<file path="src/arm_consts.svh">
`ifndef ARM_CONSTS_SVH
`define ARM_CONSTS_SVH

// ============================================================
// Instruction class patterns for casez, most specific first
// ============================================================
`define DECODE_ALU_MULT          32'b????_0000_00??_????_????_????_1001_????
`define DECODE_ALU_MRS           32'b????_0001_0?00_1111_????_0000_0000_0000
`define DECODE_ALU_MSR           32'b????_0001_0?10_1001_1111_0000_0000_????
`define DECODE_ALU_MSR_FLAGS     32'b????_00?1_0?10_1000_1111_????_????_????
`define DECODE_ALU_SWP           32'b????_0001_0?00_????_????_0000_1001_????
`define DECODE_ALU_BX            32'b????_0001_0010_1111_1111_1111_0001_????
`define DECODE_ALU_HDATA_REG     32'b????_000?_?0??_????_????_0000_1??1_????
`define DECODE_ALU_HDATA_IMM     32'b????_000?_?1??_????_????_????_1??1_????
`define DECODE_ALU               32'b????_00??_????_????_????_????_????_????
`define DECODE_LDRSTR_UNDEFINED  32'b????_011?_????_????_????_????_???1_????
`define DECODE_LDRSTR            32'b????_01??_????_????_????_????_????_????
`define DECODE_LDMSTM            32'b????_100?_????_????_????_????_????_????
`define DECODE_BRANCH            32'b????_101?_????_????_????_????_????_????
`define DECODE_LDCSTC            32'b????_110?_????_????_????_????_????_????
`define DECODE_CDP               32'b????_1110_????_????_????_????_???0_????
`define DECODE_MRCMCR            32'b????_1110_????_????_????_????_???1_????
`define DECODE_SWI               32'b????_1111_????_????_????_????_????_????

// Data processing opcodes, insn[24:21]
`define ALU_AND 4'b0000
`define ALU_EOR 4'b0001
`define ALU_SUB 4'b0010
`define ALU_RSB 4'b0011
`define ALU_ADD 4'b0100
`define ALU_ADC 4'b0101
`define ALU_SBC 4'b0110
`define ALU_RSC 4'b0111
`define ALU_TST 4'b1000
`define ALU_TEQ 4'b1001
`define ALU_CMP 4'b1010
`define ALU_CMN 4'b1011
`define ALU_ORR 4'b1100
`define ALU_MOV 4'b1101
`define ALU_BIC 4'b1110
`define ALU_MVN 4'b1111

// Barrel shifter types, insn[6:5]
`define SHIFT_LSL 2'b00
`define SHIFT_LSR 2'b01
`define SHIFT_ASR 2'b10
`define SHIFT_ROR 2'b11

// Condition field, insn[31:28]
`define COND_EQ 4'b0000
`define COND_NE 4'b0001
`define COND_CS 4'b0010
`define COND_CC 4'b0011
`define COND_MI 4'b0100
`define COND_PL 4'b0101
`define COND_VS 4'b0110
`define COND_VC 4'b0111
`define COND_HI 4'b1000
`define COND_LS 4'b1001
`define COND_GE 4'b1010
`define COND_LT 4'b1011
`define COND_GT 4'b1100
`define COND_LE 4'b1101
`define COND_AL 4'b1110
`define COND_NV 4'b1111

`define COND_MATTERS(c) ((c) != `COND_AL)

// Flag positions inside the NZCV nibble, and where it sits in the status word
`define FLAG_N 3
`define FLAG_Z 2
`define FLAG_C 1
`define FLAG_V 0
`define STATUS_FLAGS_HI 31
`define STATUS_FLAGS_LO 28

// Stages between issue and writeback
`define ISSUE_INFLIGHT_DEPTH 2

`endif

</file>
<file path="src/arm_isa_pkg.sv">
`default_nettype none

package arm_isa_pkg;

	// ============================================================
	// Architectural widths
	// ============================================================

	// Instruction, PC or status word
	typedef logic [31:0] word_t;

	// One bit per architectural register r0..r15
	// r15 never takes part in hazard tracking
	typedef logic [15:0] reg_mask_t;

	// Register number as found in the Rn/Rd/Rs/Rm fields
	typedef logic [3:0] reg_idx_t;

	// Condition field of every instruction
	typedef logic [3:0] cond_t;

	// N, Z, C, V packed as one nibble, N on top
	typedef logic [3:0] flags_t;

	// Data processing opcode field
	typedef logic [3:0] alu_op_t;

endpackage

`default_nettype wire

</file>
<file path="src/arm_pipe_pkg.sv">
`default_nettype none

package arm_pipe_pkg;

	// ============================================================
	// Records passed between the issue stage blocks
	// ============================================================

	// Instruction arriving from decode/fetch
	typedef struct packed {
		logic                bubble;
		arm_isa_pkg::word_t  pc;
		arm_isa_pkg::word_t  insn;
	} stage_in_t;

	// What one instruction reads and writes
	typedef struct packed {
		arm_isa_pkg::reg_mask_t  use_regs;
		arm_isa_pkg::reg_mask_t  def_regs;
		logic                    use_flags;
		logic                    def_flags;
	} usage_t;

	// Write record kept while an instruction is in flight
	typedef struct packed {
		arm_isa_pkg::reg_mask_t  def_regs;
		logic                    def_flags;
	} inflight_t;

	// Instruction handed on to execute
	typedef struct packed {
		logic                bubble;
		arm_isa_pkg::word_t  pc;
		arm_isa_pkg::word_t  insn;
	} stage_out_t;

endpackage

`default_nettype wire

</file>
<file path="src/reg_usage_decode.sv">
`timescale 1ns/1ps
`default_nettype none

`include "arm_consts.svh"

module reg_usage_decode (
	input  arm_isa_pkg::word_t   insn,
	output arm_pipe_pkg::usage_t usage
);

	import arm_isa_pkg::*;

	// Register fields
	reg_idx_t rn;
	reg_idx_t rd;
	reg_idx_t rs;
	reg_idx_t rm;
	// Multiply swaps the roles of the upper fields
	reg_idx_t rd_mul;
	reg_idx_t rn_mul;
	cond_t    cond;
	alu_op_t  alu_opc;
	logic     cond_reads;

	assign rn      = insn[19:16];
	assign rd      = insn[15:12];
	assign rs      = insn[11:8];
	assign rm      = insn[3:0];
	assign rd_mul  = insn[19:16];
	assign rn_mul  = insn[15:12];
	assign cond    = insn[31:28];
	assign alu_opc = insn[24:21];

	// Any condition except AL has to look at the flags
	assign cond_reads = `COND_MATTERS(cond);

	// Mask bit for a register, r15 gives nothing
	function automatic reg_mask_t reg_bit(input reg_idx_t r);
		if (r == 4'd15)
			return '0;
		return reg_mask_t'(1) << r;
	endfunction

	function automatic logic flags_only(input alu_op_t op);
		return (op == `ALU_TST) || (op == `ALU_TEQ) || (op == `ALU_CMP) || (op == `ALU_CMN);
	endfunction

	// Operand 2 field insn[11:4]: amount [7:3], type [2:1], register shift [0]
	// LSL #0 passes the old carry, ROR #0 is RRX
	function automatic logic shift_needs_carry(input logic [7:0] shift);
		if (shift[0])
			return 1'b0;
		if (shift[7:3] != 5'd0)
			return 1'b0;
		return (shift[2:1] == `SHIFT_LSL) || (shift[2:1] == `SHIFT_ROR);
	endfunction

	// ============================================================
	// Class decode
	// ============================================================
	always_comb
	begin
		usage = '0;
		casez (insn)
			// Must precede ALU, it is a corner of the ALU space
			`DECODE_ALU_MULT:
			begin
				usage.use_flags = cond_reads;
				usage.use_regs  = reg_bit(rs) | reg_bit(rm);
				if (insn[21])
					usage.use_regs |= reg_bit(rn_mul);
				usage.def_flags = insn[20];
				usage.def_regs  = reg_bit(rd_mul);
			end
			`DECODE_ALU_MRS:
			begin
				// Reading CPSR reads the flags
				usage.use_flags = cond_reads | ~insn[22];
				usage.def_regs  = reg_bit(rd);
			end
			`DECODE_ALU_MSR:
			begin
				usage.use_flags = cond_reads;
				usage.use_regs  = reg_bit(rm);
				usage.def_flags = 1'b1;
			end
			`DECODE_ALU_MSR_FLAGS:
			begin
				usage.use_flags = cond_reads;
				usage.use_regs  = insn[25] ? '0 : reg_bit(rm);
				usage.def_flags = 1'b1;
			end
			`DECODE_ALU_SWP:
			begin
				usage.use_flags = cond_reads;
				usage.use_regs  = reg_bit(rn) | reg_bit(rm);
				usage.def_regs  = reg_bit(rd);
			end
			`DECODE_ALU_BX:
			begin
				usage.use_flags = cond_reads;
				usage.use_regs  = reg_bit(rm);
			end
			`DECODE_ALU_HDATA_REG:
			begin
				usage.use_flags = cond_reads;
				usage.use_regs  = reg_bit(rn) | reg_bit(rm) | (insn[20] ? '0 : reg_bit(rd));
				usage.def_regs  = insn[20] ? reg_bit(rd) : '0;
			end
			`DECODE_ALU_HDATA_IMM:
			begin
				usage.use_flags = cond_reads;
				usage.use_regs  = reg_bit(rn) | (insn[20] ? '0 : reg_bit(rd));
				usage.def_regs  = insn[20] ? reg_bit(rd) : '0;
			end
			`DECODE_ALU:
			begin
				usage.use_flags = cond_reads | (~insn[25] & shift_needs_carry(insn[11:4]));
				if (!insn[25])
				begin
					usage.use_regs = reg_bit(rm);
					if (insn[4])
						usage.use_regs |= reg_bit(rs);
				end
				// MOV and MVN have no first operand
				if ((alu_opc != `ALU_MOV) && (alu_opc != `ALU_MVN))
					usage.use_regs |= reg_bit(rn);
				usage.def_flags = insn[20];
				usage.def_regs  = flags_only(alu_opc) ? '0 : reg_bit(rd);
			end
			`DECODE_LDRSTR_UNDEFINED:
			begin
				// Traps, nothing read or written
				usage = '0;
			end
			`DECODE_LDRSTR:
			begin
				usage.use_flags = cond_reads;
				usage.use_regs  = reg_bit(rn) | (insn[25] ? reg_bit(rm) : '0)
					| (insn[20] ? '0 : reg_bit(rd));
				usage.def_regs  = insn[20] ? reg_bit(rd) : '0;
			end
			`DECODE_LDMSTM:
			begin
				usage.use_flags = cond_reads;
				usage.use_regs  = reg_bit(rn) | (insn[20] ? '0 : {1'b0, insn[14:0]});
				// S bit may restore the flags from SPSR
				usage.def_flags = insn[22];
				usage.def_regs  = (insn[21] ? reg_bit(rn) : '0)
					| (insn[20] ? {1'b0, insn[14:0]} : '0);
			end
			`DECODE_BRANCH:
			begin
				usage.use_flags = cond_reads;
				// BL writes the link register
				usage.def_regs  = insn[24] ? reg_bit(4'd14) : '0;
			end
			`DECODE_LDCSTC:
			begin
				usage.use_flags = cond_reads;
				usage.use_regs  = reg_bit(rn);
				usage.def_regs  = insn[21] ? reg_bit(rn) : '0;
			end
			`DECODE_CDP:
			begin
				usage.use_flags = cond_reads;
			end
			`DECODE_MRCMCR:
			begin
				usage.use_flags = cond_reads;
				usage.use_regs  = insn[20] ? '0 : reg_bit(rd);
				usage.def_regs  = insn[20] ? reg_bit(rd) : '0;
			end
			`DECODE_SWI:
			begin
				usage.use_flags = cond_reads;
			end
			default:
			begin
				usage = '0;
			end
		endcase
	end

endmodule

`default_nettype wire

</file>
<file path="src/issue_ctrl.sv">
`timescale 1ns/1ps
`default_nettype none

`include "arm_consts.svh"

module issue_ctrl (
	input  logic                      clk,
	input  logic                      Nrst,
	input  logic                      stall,
	input  logic                      flush,
	input  arm_pipe_pkg::stage_in_t   in,
	input  arm_isa_pkg::word_t        status,
	input  arm_pipe_pkg::usage_t      usage,
	input  logic                      wait_regs,
	input  logic                      wait_flags,
	output arm_pipe_pkg::stage_out_t  out,
	output logic                      stall_up,
	output logic                      advance,
	output arm_pipe_pkg::inflight_t   new_rec
);

	import arm_isa_pkg::*;

	cond_t  cond;
	flags_t flags;
	logic   cond_met;
	logic   hazard;
	// Instruction must not enter the slot chain
	logic   squash;
	logic   deferred_flush;
	logic   out_bubble;
	word_t  out_pc;
	word_t  out_insn;

	assign cond  = in.insn[31:28];
	assign flags = status[`STATUS_FLAGS_HI:`STATUS_FLAGS_LO];

	// ============================================================
	// Condition evaluation
	// ============================================================
	always_comb
	begin
		case (cond)
			`COND_EQ: cond_met = flags[`FLAG_Z];
			`COND_NE: cond_met = ~flags[`FLAG_Z];
			`COND_CS: cond_met = flags[`FLAG_C];
			`COND_CC: cond_met = ~flags[`FLAG_C];
			`COND_MI: cond_met = flags[`FLAG_N];
			`COND_PL: cond_met = ~flags[`FLAG_N];
			`COND_VS: cond_met = flags[`FLAG_V];
			`COND_VC: cond_met = ~flags[`FLAG_V];
			`COND_HI: cond_met = flags[`FLAG_C] & ~flags[`FLAG_Z];
			`COND_LS: cond_met = ~flags[`FLAG_C] | flags[`FLAG_Z];
			`COND_GE: cond_met = flags[`FLAG_N] == flags[`FLAG_V];
			`COND_LT: cond_met = flags[`FLAG_N] != flags[`FLAG_V];
			`COND_GT: cond_met = ~flags[`FLAG_Z] & (flags[`FLAG_N] == flags[`FLAG_V]);
			`COND_LE: cond_met = flags[`FLAG_Z] | (flags[`FLAG_N] != flags[`FLAG_V]);
			`COND_AL: cond_met = 1'b1;
			// NV never executes
			default:  cond_met = 1'b0;
		endcase
	end

	// ============================================================
	// Stall and slot feed
	// ============================================================
	assign hazard   = wait_regs | wait_flags;
	// A bubble or a flushed instruction has nothing to wait for
	assign stall_up = stall | (hazard & ~in.bubble & ~flush);
	assign advance  = ~stall;
	assign squash   = in.bubble | hazard | ~cond_met;

	always_comb
	begin
		new_rec = '0;
		if (!squash)
		begin
			new_rec.def_regs  = usage.def_regs;
			new_rec.def_flags = usage.def_flags;
		end
	end

	// Flush that arrives while the stage is held is applied to the next accepted insn
	always_ff @(posedge clk or negedge Nrst)
	begin
		if (!Nrst)
			deferred_flush <= 1'b0;
		else if (flush && stall_up)
			deferred_flush <= 1'b1;
		else if (!stall_up)
			deferred_flush <= 1'b0;
	end

	// ============================================================
	// Output register
	// ============================================================
	always_ff @(posedge clk or negedge Nrst)
	begin
		if (!Nrst)
			out_bubble <= 1'b1;
		else if (advance)
			out_bubble <= squash | flush | deferred_flush;
	end

	always_ff @(posedge clk)
	begin
		if (advance)
		begin
			out_pc   <= in.pc;
			out_insn <= in.insn;
		end
	end

	assign out = '{bubble: out_bubble, pc: out_pc, insn: out_insn};

endmodule

`default_nettype wire

</file>
<file path="src/inflight_slot.sv">
`timescale 1ns/1ps
`default_nettype none

module inflight_slot (
	input  logic                     clk,
	input  logic                     Nrst,
	input  logic                     advance,
	input  arm_pipe_pkg::inflight_t  rec_in,
	output arm_pipe_pkg::inflight_t  rec_out
);

	// One pipeline step of pending register and flag writes
	// An empty record means the stage holds a bubble or a squashed insn
	always_ff @(posedge clk or negedge Nrst)
	begin
		if (!Nrst)
		begin
			rec_out <= '0;
		end
		else if (advance)
		begin
			rec_out <= rec_in;
		end
	end

endmodule

`default_nettype wire

</file>
<file path="src/hazard_detect.sv">
`timescale 1ns/1ps
`default_nettype none

`include "arm_consts.svh"

module hazard_detect #(
	parameter int DEPTH = `ISSUE_INFLIGHT_DEPTH
) (
	input  arm_pipe_pkg::usage_t     usage,
	input  arm_pipe_pkg::inflight_t  slots [0:DEPTH-1],
	output logic                     wait_regs,
	output logic                     wait_flags,
	output arm_pipe_pkg::inflight_t  retire
);

	import arm_isa_pkg::*;

	// Everything written by instructions not yet at writeback
	reg_mask_t busy_regs;
	logic      busy_flags;

	always_comb
	begin
		busy_regs  = '0;
		busy_flags = 1'b0;
		for (int k = 0; k < DEPTH; k++)
		begin
			busy_regs  = busy_regs | slots[k].def_regs;
			busy_flags = busy_flags | slots[k].def_flags;
		end
	end

	assign wait_regs  = |(usage.use_regs & busy_regs);
	assign wait_flags = usage.use_flags & busy_flags;

	// Oldest record leaves the chain on the next advance
	assign retire = slots[DEPTH-1];

endmodule

`default_nettype wire

</file>
<file path="src/arm_issue_top.sv">
`timescale 1ns/1ps
`default_nettype none

`include "arm_consts.svh"

module arm_issue_top #(
	parameter int DEPTH = `ISSUE_INFLIGHT_DEPTH
) (
	input  logic                      clk,
	input  logic                      Nrst,
	input  logic                      stall,
	input  logic                      flush,
	input  arm_pipe_pkg::stage_in_t   in,
	input  arm_isa_pkg::word_t        status,
	output arm_pipe_pkg::stage_out_t  out,
	output logic                      stall_up,
	output arm_pipe_pkg::inflight_t   retire
);

	import arm_pipe_pkg::*;

	usage_t    usage;
	logic      wait_regs;
	logic      wait_flags;
	logic      advance;
	inflight_t new_rec;
	inflight_t slot_rec [0:DEPTH-1];

	reg_usage_decode decode_i (
		.insn  (in.insn),
		.usage (usage)
	);

	issue_ctrl ctrl_i (
		.clk        (clk),
		.Nrst       (Nrst),
		.stall      (stall),
		.flush      (flush),
		.in         (in),
		.status     (status),
		.usage      (usage),
		.wait_regs  (wait_regs),
		.wait_flags (wait_flags),
		.out        (out),
		.stall_up   (stall_up),
		.advance    (advance),
		.new_rec    (new_rec)
	);

	// ============================================================
	// In-flight chain, slot 0 is the youngest
	// ============================================================
	for (genvar k = 0; k < DEPTH; k++)
	begin : g_slot
		inflight_t rec_in;

		if (k == 0)
		begin : g_head
			assign rec_in = new_rec;
		end
		else
		begin : g_link
			assign rec_in = slot_rec[k-1];
		end

		inflight_slot slot_i (
			.clk     (clk),
			.Nrst    (Nrst),
			.advance (advance),
			.rec_in  (rec_in),
			.rec_out (slot_rec[k])
		);
	end

	hazard_detect #(
		.DEPTH (DEPTH)
	) hazard_i (
		.usage      (usage),
		.slots      (slot_rec),
		.wait_regs  (wait_regs),
		.wait_flags (wait_flags),
		.retire     (retire)
	);

endmodule

`default_nettype wire

</file>
<file path="config.mk">
export PLATFORM = sky130hd
export DESIGN_NAME = arm_issue_top
export DESIGN_NICKNAME = d
export VERILOG_FILES = /design/src/arm_isa_pkg.sv /design/src/arm_pipe_pkg.sv /design/src/reg_usage_decode.sv /design/src/issue_ctrl.sv /design/src/inflight_slot.sv /design/src/hazard_detect.sv /design/src/arm_issue_top.sv
export VERILOG_INCLUDE_DIRS = /design/src
export SDC_FILE = /design/constraint.sdc
export NUM_CORES = 1
export LEC_CHECK = 0
export ABC_AREA = 0
export BUFFER_PORTS_ARGS = -buffer_cell sky130_fd_sc_hd__clkbuf_2
export CORE_MARGIN = 3
export CORE_UTILIZATION = 54
export DETAILED_ROUTE_END_ITERATION = 10
export PLACE_DENSITY = 0.82
export SYNTH_ARGS = -nofsm -noshare
export SYNTH_HDL_FRONTEND = slang
export SYNTH_SLANG_ARGS = --single-unit
</file>
<file path="constraint.sdc">
create_clock -name clk -period 4.6 [get_ports clk]
set_input_delay 0.92 -clock clk [delete_from_list [all_inputs] [get_ports clk]]
set_output_delay 0.92 -clock clk [all_outputs]
set_load 0.05 [all_outputs]
</file>
==> qor.yml, run 1 <==
global_route:
  first_global_vias: 7712
  grt_max_degree: 66
  grt_pass1_wl_um: 45800
  grt_antenna_before_repair: 0
  groute.usage.overall_pct: 42.7
  overflow: 0
  grt_use_met1_pct: 53.7
  top_usage_layer: "met2"
  grtUsageMet2_pct: 64.4
  use_met3_pct: 15.9
floorplanning:
  initial_core_util_pct: 56.1
  die-width_um: 118
  die-area_um2: 14000
  coreArea_um2: 12200
  die_y_um: 118
  pin_count: 184
  num_rows: 40
yosys:
  ys_ff_latch: 100
  synthesis.area_um2: 6820
  netlist.area_leader.share_pct: 28.2
  synthTopCellsByArea: "edfxtp_1, dfrtp_1, a21oi_1"
  ys_types: 82
  avgSynthCellArea_um2: 9.53
  synthArstFlopShare_pct: 36.0
  yosysWarnings: 0
  synth-edff-count: 64
  synth_commonest_cells: "nand2_1, edfxtp_1, a21oi_1"
  yosys.area.top_type: "edfxtp_1"
  synth-seq-area-share_pct: 41.4
  yosysMostFrequentCell: "nand2_1"
  synthFlopType: "edfxtp_1"
  postSynthCellCount: 716
  syn_nets: 817
timing:
  hold_viol: 0
  setup_viol: 1
  max_freq_ghz: 0.216
  rsz0062_at_grt: "yes"
  slew_headroom_pct: 42.6
  setup_ws_ps: -25.5
  slew_violations: 0
  fin_crit_sh_pct: 101
  period_needed_ps: 4630
  fin_setup_tns_ps: -25.5
  worst_slew_pin_slew_ps: 862
  clock_skew_ps: 15.3
  holdWs_ps: 491
critical_path:
  end_kind: "output pin"
  arrival_ps: 3710
  crit_required_ps: 3680
  start_kind: "input port"
  crit_path_max_fanout: 8
  critical_path_class: "input port to output pin"
outcome:
  status: "finished, violations left"
  violations: "setup timing"
clock_tree:
  clkTransAtPathRegs_ps: 70
  clk_latency_ps: 380
  clock_tree.buffer_depth: 2
  cts_hold_buf: 0
  clock_sinks: 100
  cts.htree.levels: 3
  cts_buffers: 9
  cts-root-buf: "clkbuf_16"
  cts_tree: "built"
drt:
  wire_per_inst_um: 26.7
  ant_nets: 0
  vias_per_cell: 7.20
  drt-initial-drc-count: 1718
  drt-total-wl_um: 30600
  vias: 8266
  first_pass_iters: 11
  drc: 0
layout:
  finish.utilization_pct: 75.6
  diodes: 0
  final_nets: 1076
  drive_gt1_share_pct: 40.8
  syn2layout_area_growth_pct: 34.8
placement:
  gp_congestion: 1.18
  dp_hpwl_um: 22700
  port_buffers: 155
  dp_slack_ps: -233
job:
  maxCapViolCount: 0
power_and_ir_drop:
  vdd_ir_drop_max_v: 0.000186
  p_per_area_nw_per_um2: 268
  leakagePower_nw: 3.87
hold_path:
  hold_class: "flip-flop to flip-flop"
layout make-up:
| type | instances | area (µm²) |
|---|---|---|
| Sequential cell | 100 | 2820 |
| Clock inverter | 7 | 57.6 |
| Multi-Input combinational cell | 546 | 3790 |
| Timing Repair Buffer | 312 | 2060 |
| Fill cell | 860 | 2970 |
| Tap cell | 168 | 210 |
| Clock buffer | 9 | 225 |
| Inverter | 6 | 22.5 |
placed cells by master (no fill, tap or decap), types with 6 or more instances in the layout:
| master | n |
|---|---|
| buf_4 | 153 |
| clkbuf_2 | 146 |
| nand2_1 | 65 |
| edfxtp_1 | 64 |
| a21oi_1 | 59 |
| nor2_1 | 56 |
| o21ai_0 | 45 |
| dfrtp_1 | 35 |
| mux2_2 | 17 |
| a22oi_1 | 15 |
| a31oi_1 | 15 |
| a222oi_1 | 15 |
| nor2b_1 | 13 |
| a221oi_1 | 11 |
| nor3_1 | 11 |
| nand2b_1 | 10 |
| o22ai_1 | 10 |
| o41ai_2 | 10 |
| and3_1 | 9 |
| nor4bb_1 | 9 |
| a211oi_1 | 9 |
| clkbuf_16 | 9 |
| nand3_1 | 8 |
| a221oi_2 | 8 |
| and2_1 | 7 |
| nor4_1 | 7 |
| nor4b_1 | 6 |
| o221ai_1 | 6 |
critical path: stages:
cell	delay, ps
clkbuf_4	150
and3b_2	260
a221oi_2	240
o22ai_1	130
or4_4	540
or4_4	440
a222oi_1	340
buf_4	200
and3_4	210
a31oi_4	110
buf_12	170
power by group:
part           switching [mW]  leakage [nW]  internal, mW
Combinational           0.473          2.62         0.205
Clock                   0.372         0.131         0.374
Sequential             0.0187          1.12          1.02
Total                   0.864          3.87          1.60
state kept, by name, summed over array words and instances (netlist names):
| name | flops |
|---|---|
| ctrl_i.deferred_flush | 1 |
| ctrl_i.out_bubble | 1 |
| ctrl_i.out_insn | 32 |
| ctrl_i.out_pc | 32 |
| g_slot.slot_i.rec_out | 34 |
per-stage QoR:
step | cells | instance area (µm²) | total power, mW
finish | 1148 | 9190 | 2.46
global route | 1148 | 9190 | 2.52
CTS | 1147 | 9120 | 2.42
detailed placement | 1131 | 8730 | 1.69
global placement | 1131 | 8730 | 1.68
floorplan | 716 | 6830 | 1.43
routing by layer:
metal  vias to the layer above  wire, µm
met2                       817     12800
li1                       3391         -
met3                       226      4910
met1                      3832     10600
met5                         -         0
met4                         0      2230
logic make-up (layout without fill, tap and decap cells):
kind of cell	after synthesis	in the layout	share of synthesized area, %
mux	20	20	3.43
buf+inv	70	334	5.06
xor+xnor	3	3	0.385
simple gates	249	249	19.8
compound gates	274	274	29.9
flops	100	100	41.4
timing repair:
| action | CTS | global route |
|---|---|---|
| hold endpoints to repair | 0 | 0 |
| endpoints found under the setup margin | 1 | 1 |
| setup buffers | 0 | 1 |
| gates resized for setup | 21 | 17 |
| pin swaps | 7 | 10 |
worst paths after layout:
kind                       cells past startpoint                    startpoint                      endpoint  slack (ps)
min reg2reg                                    1  g_slot[0].slot_i.rec_out[16]  g_slot[0].slot_i.rec_out[16]         490
max                                           11                        in[13]                      stall_up         -30
min in group asynchronous                      1                          Nrst  g_slot[1].slot_i.rec_out[13]         630
max in group asynchronous                      1                          Nrst   g_slot[0].slot_i.rec_out[4]        3420
max reg2reg                                    9   g_slot[1].slot_i.rec_out[8]   g_slot[0].slot_i.rec_out[5]        1160
min                                            1  g_slot[0].slot_i.rec_out[16]  g_slot[0].slot_i.rec_out[16]         490
No activity file was read; power rests on OpenSTA's default activity.
==> run 2: changes to the inputs <==
REMOVE_ABC_BUFFERS = 1   (was default)
==> qor.yml, run 2 (synthesis gave the netlist of run 1 again) <==
clock_tree:
  clock_tree.buffer_depth: 2  # unchanged
  clock_sinks: 100  # unchanged
  cts.htree.levels: 3  # unchanged
  cts_tree: "built"
  cts_hold_buf: 0  # unchanged
  clk_latency_ps: 360  # -20 ps
  cts_buffers: 9  # unchanged
  cts-root-buf: "clkbuf_16"
  clkTransAtPathRegs_ps: 70  # about the same
drt:
  drc: 0  # unchanged
  drt-total-wl_um: 29100  # -5.0%
  drt-initial-drc-count: 1621  # -5.6%
  ant_nets: 0  # unchanged
  vias_per_cell: 7.05  # -2.1%
  vias: 7940  # -3.9%
  first_pass_iters: 10  # -1
  wire_per_inst_um: 25.8  # -3.1%
layout:
  largest_reg_flops: 34  # unchanged
  drive_gt1_share_pct: 39.8  # -1.0 points
  final_nets: 1054  # -2.0%
  regMostFlops: "g_slot.slot_i.rec_out"
  diodes: 0  # unchanged
  reg.largest.list: "g_slot.slot_i.rec_out x34, ctrl_i.out_insn x32, ctrl_i.out_pc x32"
  final_cell_mix: "clkbuf_2, buf_4, nand2_1"
  final_common_cell: "clkbuf_2"
  fin_area_um2: 9010  # -2.0%
  syn2layout_area_growth_pct: 32.0
floorplanning:
  initial_core_util_pct: 56.1  # unchanged
  pin_count: 184  # unchanged
  num_rows: 40  # unchanged
  die_y_um: 118  # unchanged
  coreArea_um2: 12200  # unchanged
  die-width_um: 118  # unchanged
  die-area_um2: 14000  # unchanged
global_route:
  groute.usage.overall_pct: 40.0  # -2.7 points
  overflow: 0  # unchanged
  grt_pass1_wl_um: 43100  # -5.9%
  grt_max_degree: 66  # unchanged
  first_global_vias: 7340  # -4.8%
  grt_antenna_before_repair: 0  # unchanged
timing:
  setup_ws_ps: -86.7  # -61.2 ps
  clock_skew_ps: 7.51  # -7.83 ps
  fin_setup_tns_ps: -86.7  # -61.2 ps
  period_needed_ps: 4690  # +61.2 ps
  holdWs_ps: 492  # +0.417 ps
  hold_viol: 0  # unchanged
  setup_viol: 1  # unchanged
  fin_crit_sh_pct: 102  # +1.3 points
  max_freq_ghz: 0.213  # -1.3%
  slew_headroom_pct: 32.3  # -10 points
  worst_slew_pin_slew_ps: 1000  # +140 ps
  slew_violations: 0  # unchanged
hold_path:
  hold_start: "g_slot[0].slot_i.rec_out[16]"
  hold_class: "flip-flop to flip-flop"
  hold_path_depth: 1  # unchanged
  whs_endpoint: "g_slot[0].slot_i.rec_out[16]"
critical_path:
  arrival_ps: 3770  # +60 ps
  reg2reg_depth: 9  # unchanged
  r2r-start: "g_slot[1].slot_i.rec_out[8]"
  crit_required_ps: 3680  # about the same
  reg2reg_to: "g_slot[0].slot_i.rec_out[4]"
  crit_path_cell_trace: "clkbuf_4, and2b_4, a221oi_2, o22ai_1, or4_4, or4_4, a222oi_1, buf_4, and3_4, a31oi_4, buf_12"
  reg2reg_slack_ps: 1240  # +80 ps
  crit_path_max_fanout: 11  # +3
  crit_path_frequent_cell: "or4_4"
  slowest_stage: "or4_4"
  critical_path_class: "input port to output pin"
  start_kind: "input port"
  critPathMaxStageDelay_ps: 540  # about the same
  end_kind: "output pin"
placement:
  gp_congestion: 1.14  # -3.6%
  port_buffers: 155  # unchanged
  dp_slack_ps: -48.5  # +184 ps
  place_area_um2: 8530  # -2.3%
  dp_hpwl_um: 21700  # -4.1%
power_and_ir_drop:
  vdd_ir_drop_max_v: 0.000227  # +22%
  power.total_mw: 2.47  # +0.43%
  leakagePower_nw: 3.77  # -2.6%
  p_per_area_nw_per_um2: 274  # +2.5%
outcome:
  violations: "setup timing"
  status: "finished, violations left"
job:
  maxCapViolCount: 0  # unchanged
==> run 2: cell count changes in the layout (fill, tap and decap cells not counted), moves of 2 or more <==
cell	delta
buf_4	-21
buf_2	+4
clkbuf_2	-4
clkbuf_8	-4
buf_6	+3
buf_12	-2
clkbuf_4	+2
nor2b_1	-2
nor2b_4	+2
nor4_2	+2
==> run 2: timing repair <==
action                                 in CTS  in global routing
setup endpoints to repair                   1                  1
pin swaps                                   1                  7
buffers inserted                            1                  1
endpoints found under the hold margin       0                  0
resized for setup                           5                 46
==> run 2: per-layer routing <==
layer,GRT usage [%],wire length (µm),vias to the layer above
met1,50.6,10600,3692
met4,22.2,2200,0
met3,13.5,4200,172
met5,0,0,-
li1,-,-,3343
met2,60.2,12100,733
==> run 2: cell type report <==
| type | count | area (µm²) |
|---|---|---|
| inverter | 6 | 22.5 |
| fill | 902 | 3150 |
| tap | 168 | 210 |
| timing repair buffer | 290 | 1860 |
| clock inverter | 7 | 81.3 |
| clock buffer | 9 | 225 |
| sequential | 100 | 2820 |
| multi-input combinational | 546 | 3780 |
==> run 2: stage by stage <==
step	instances	util, %
floorplan	652	-
global placement	1108	70.1
detailed placement	1108	70.1
CTS	1125	72.9
global route	1126	74.1
finish	1126	74.1
==> run 2: worst max-delay path, delay by kind of cell <==
kind	cells	cell delay, ps
compound gates	4	850
buf+inv	3	580
simple gates	4	1400
==> run 2: worst max-delay path by stage <==
stage / startpoint / to / slack, ps / cells past startpoint
floorplan: in[26] / stall_up / -620 / 8
global placement: in[10] / stall_up / -30 / 10
detailed placement: in[10] / stall_up / -50 / 10
CTS: in[8] / stall_up / 0.01 / 11
global route: in[13] / stall_up / -110 / 11
finish: in[10] / stall_up / -90 / 11
==> run 2: where the power goes <==
| group | internal [mW] | leakage (nW) | total, mW | switching, mW |
|---|---|---|---|---|
| sequential | 1.02 | 1.12 | 1.04 | 0.0182 |
| combinational | 0.197 | 2.51 | 0.658 | 0.462 |
| clock | 0.429 | 0.141 | 0.777 | 0.349 |
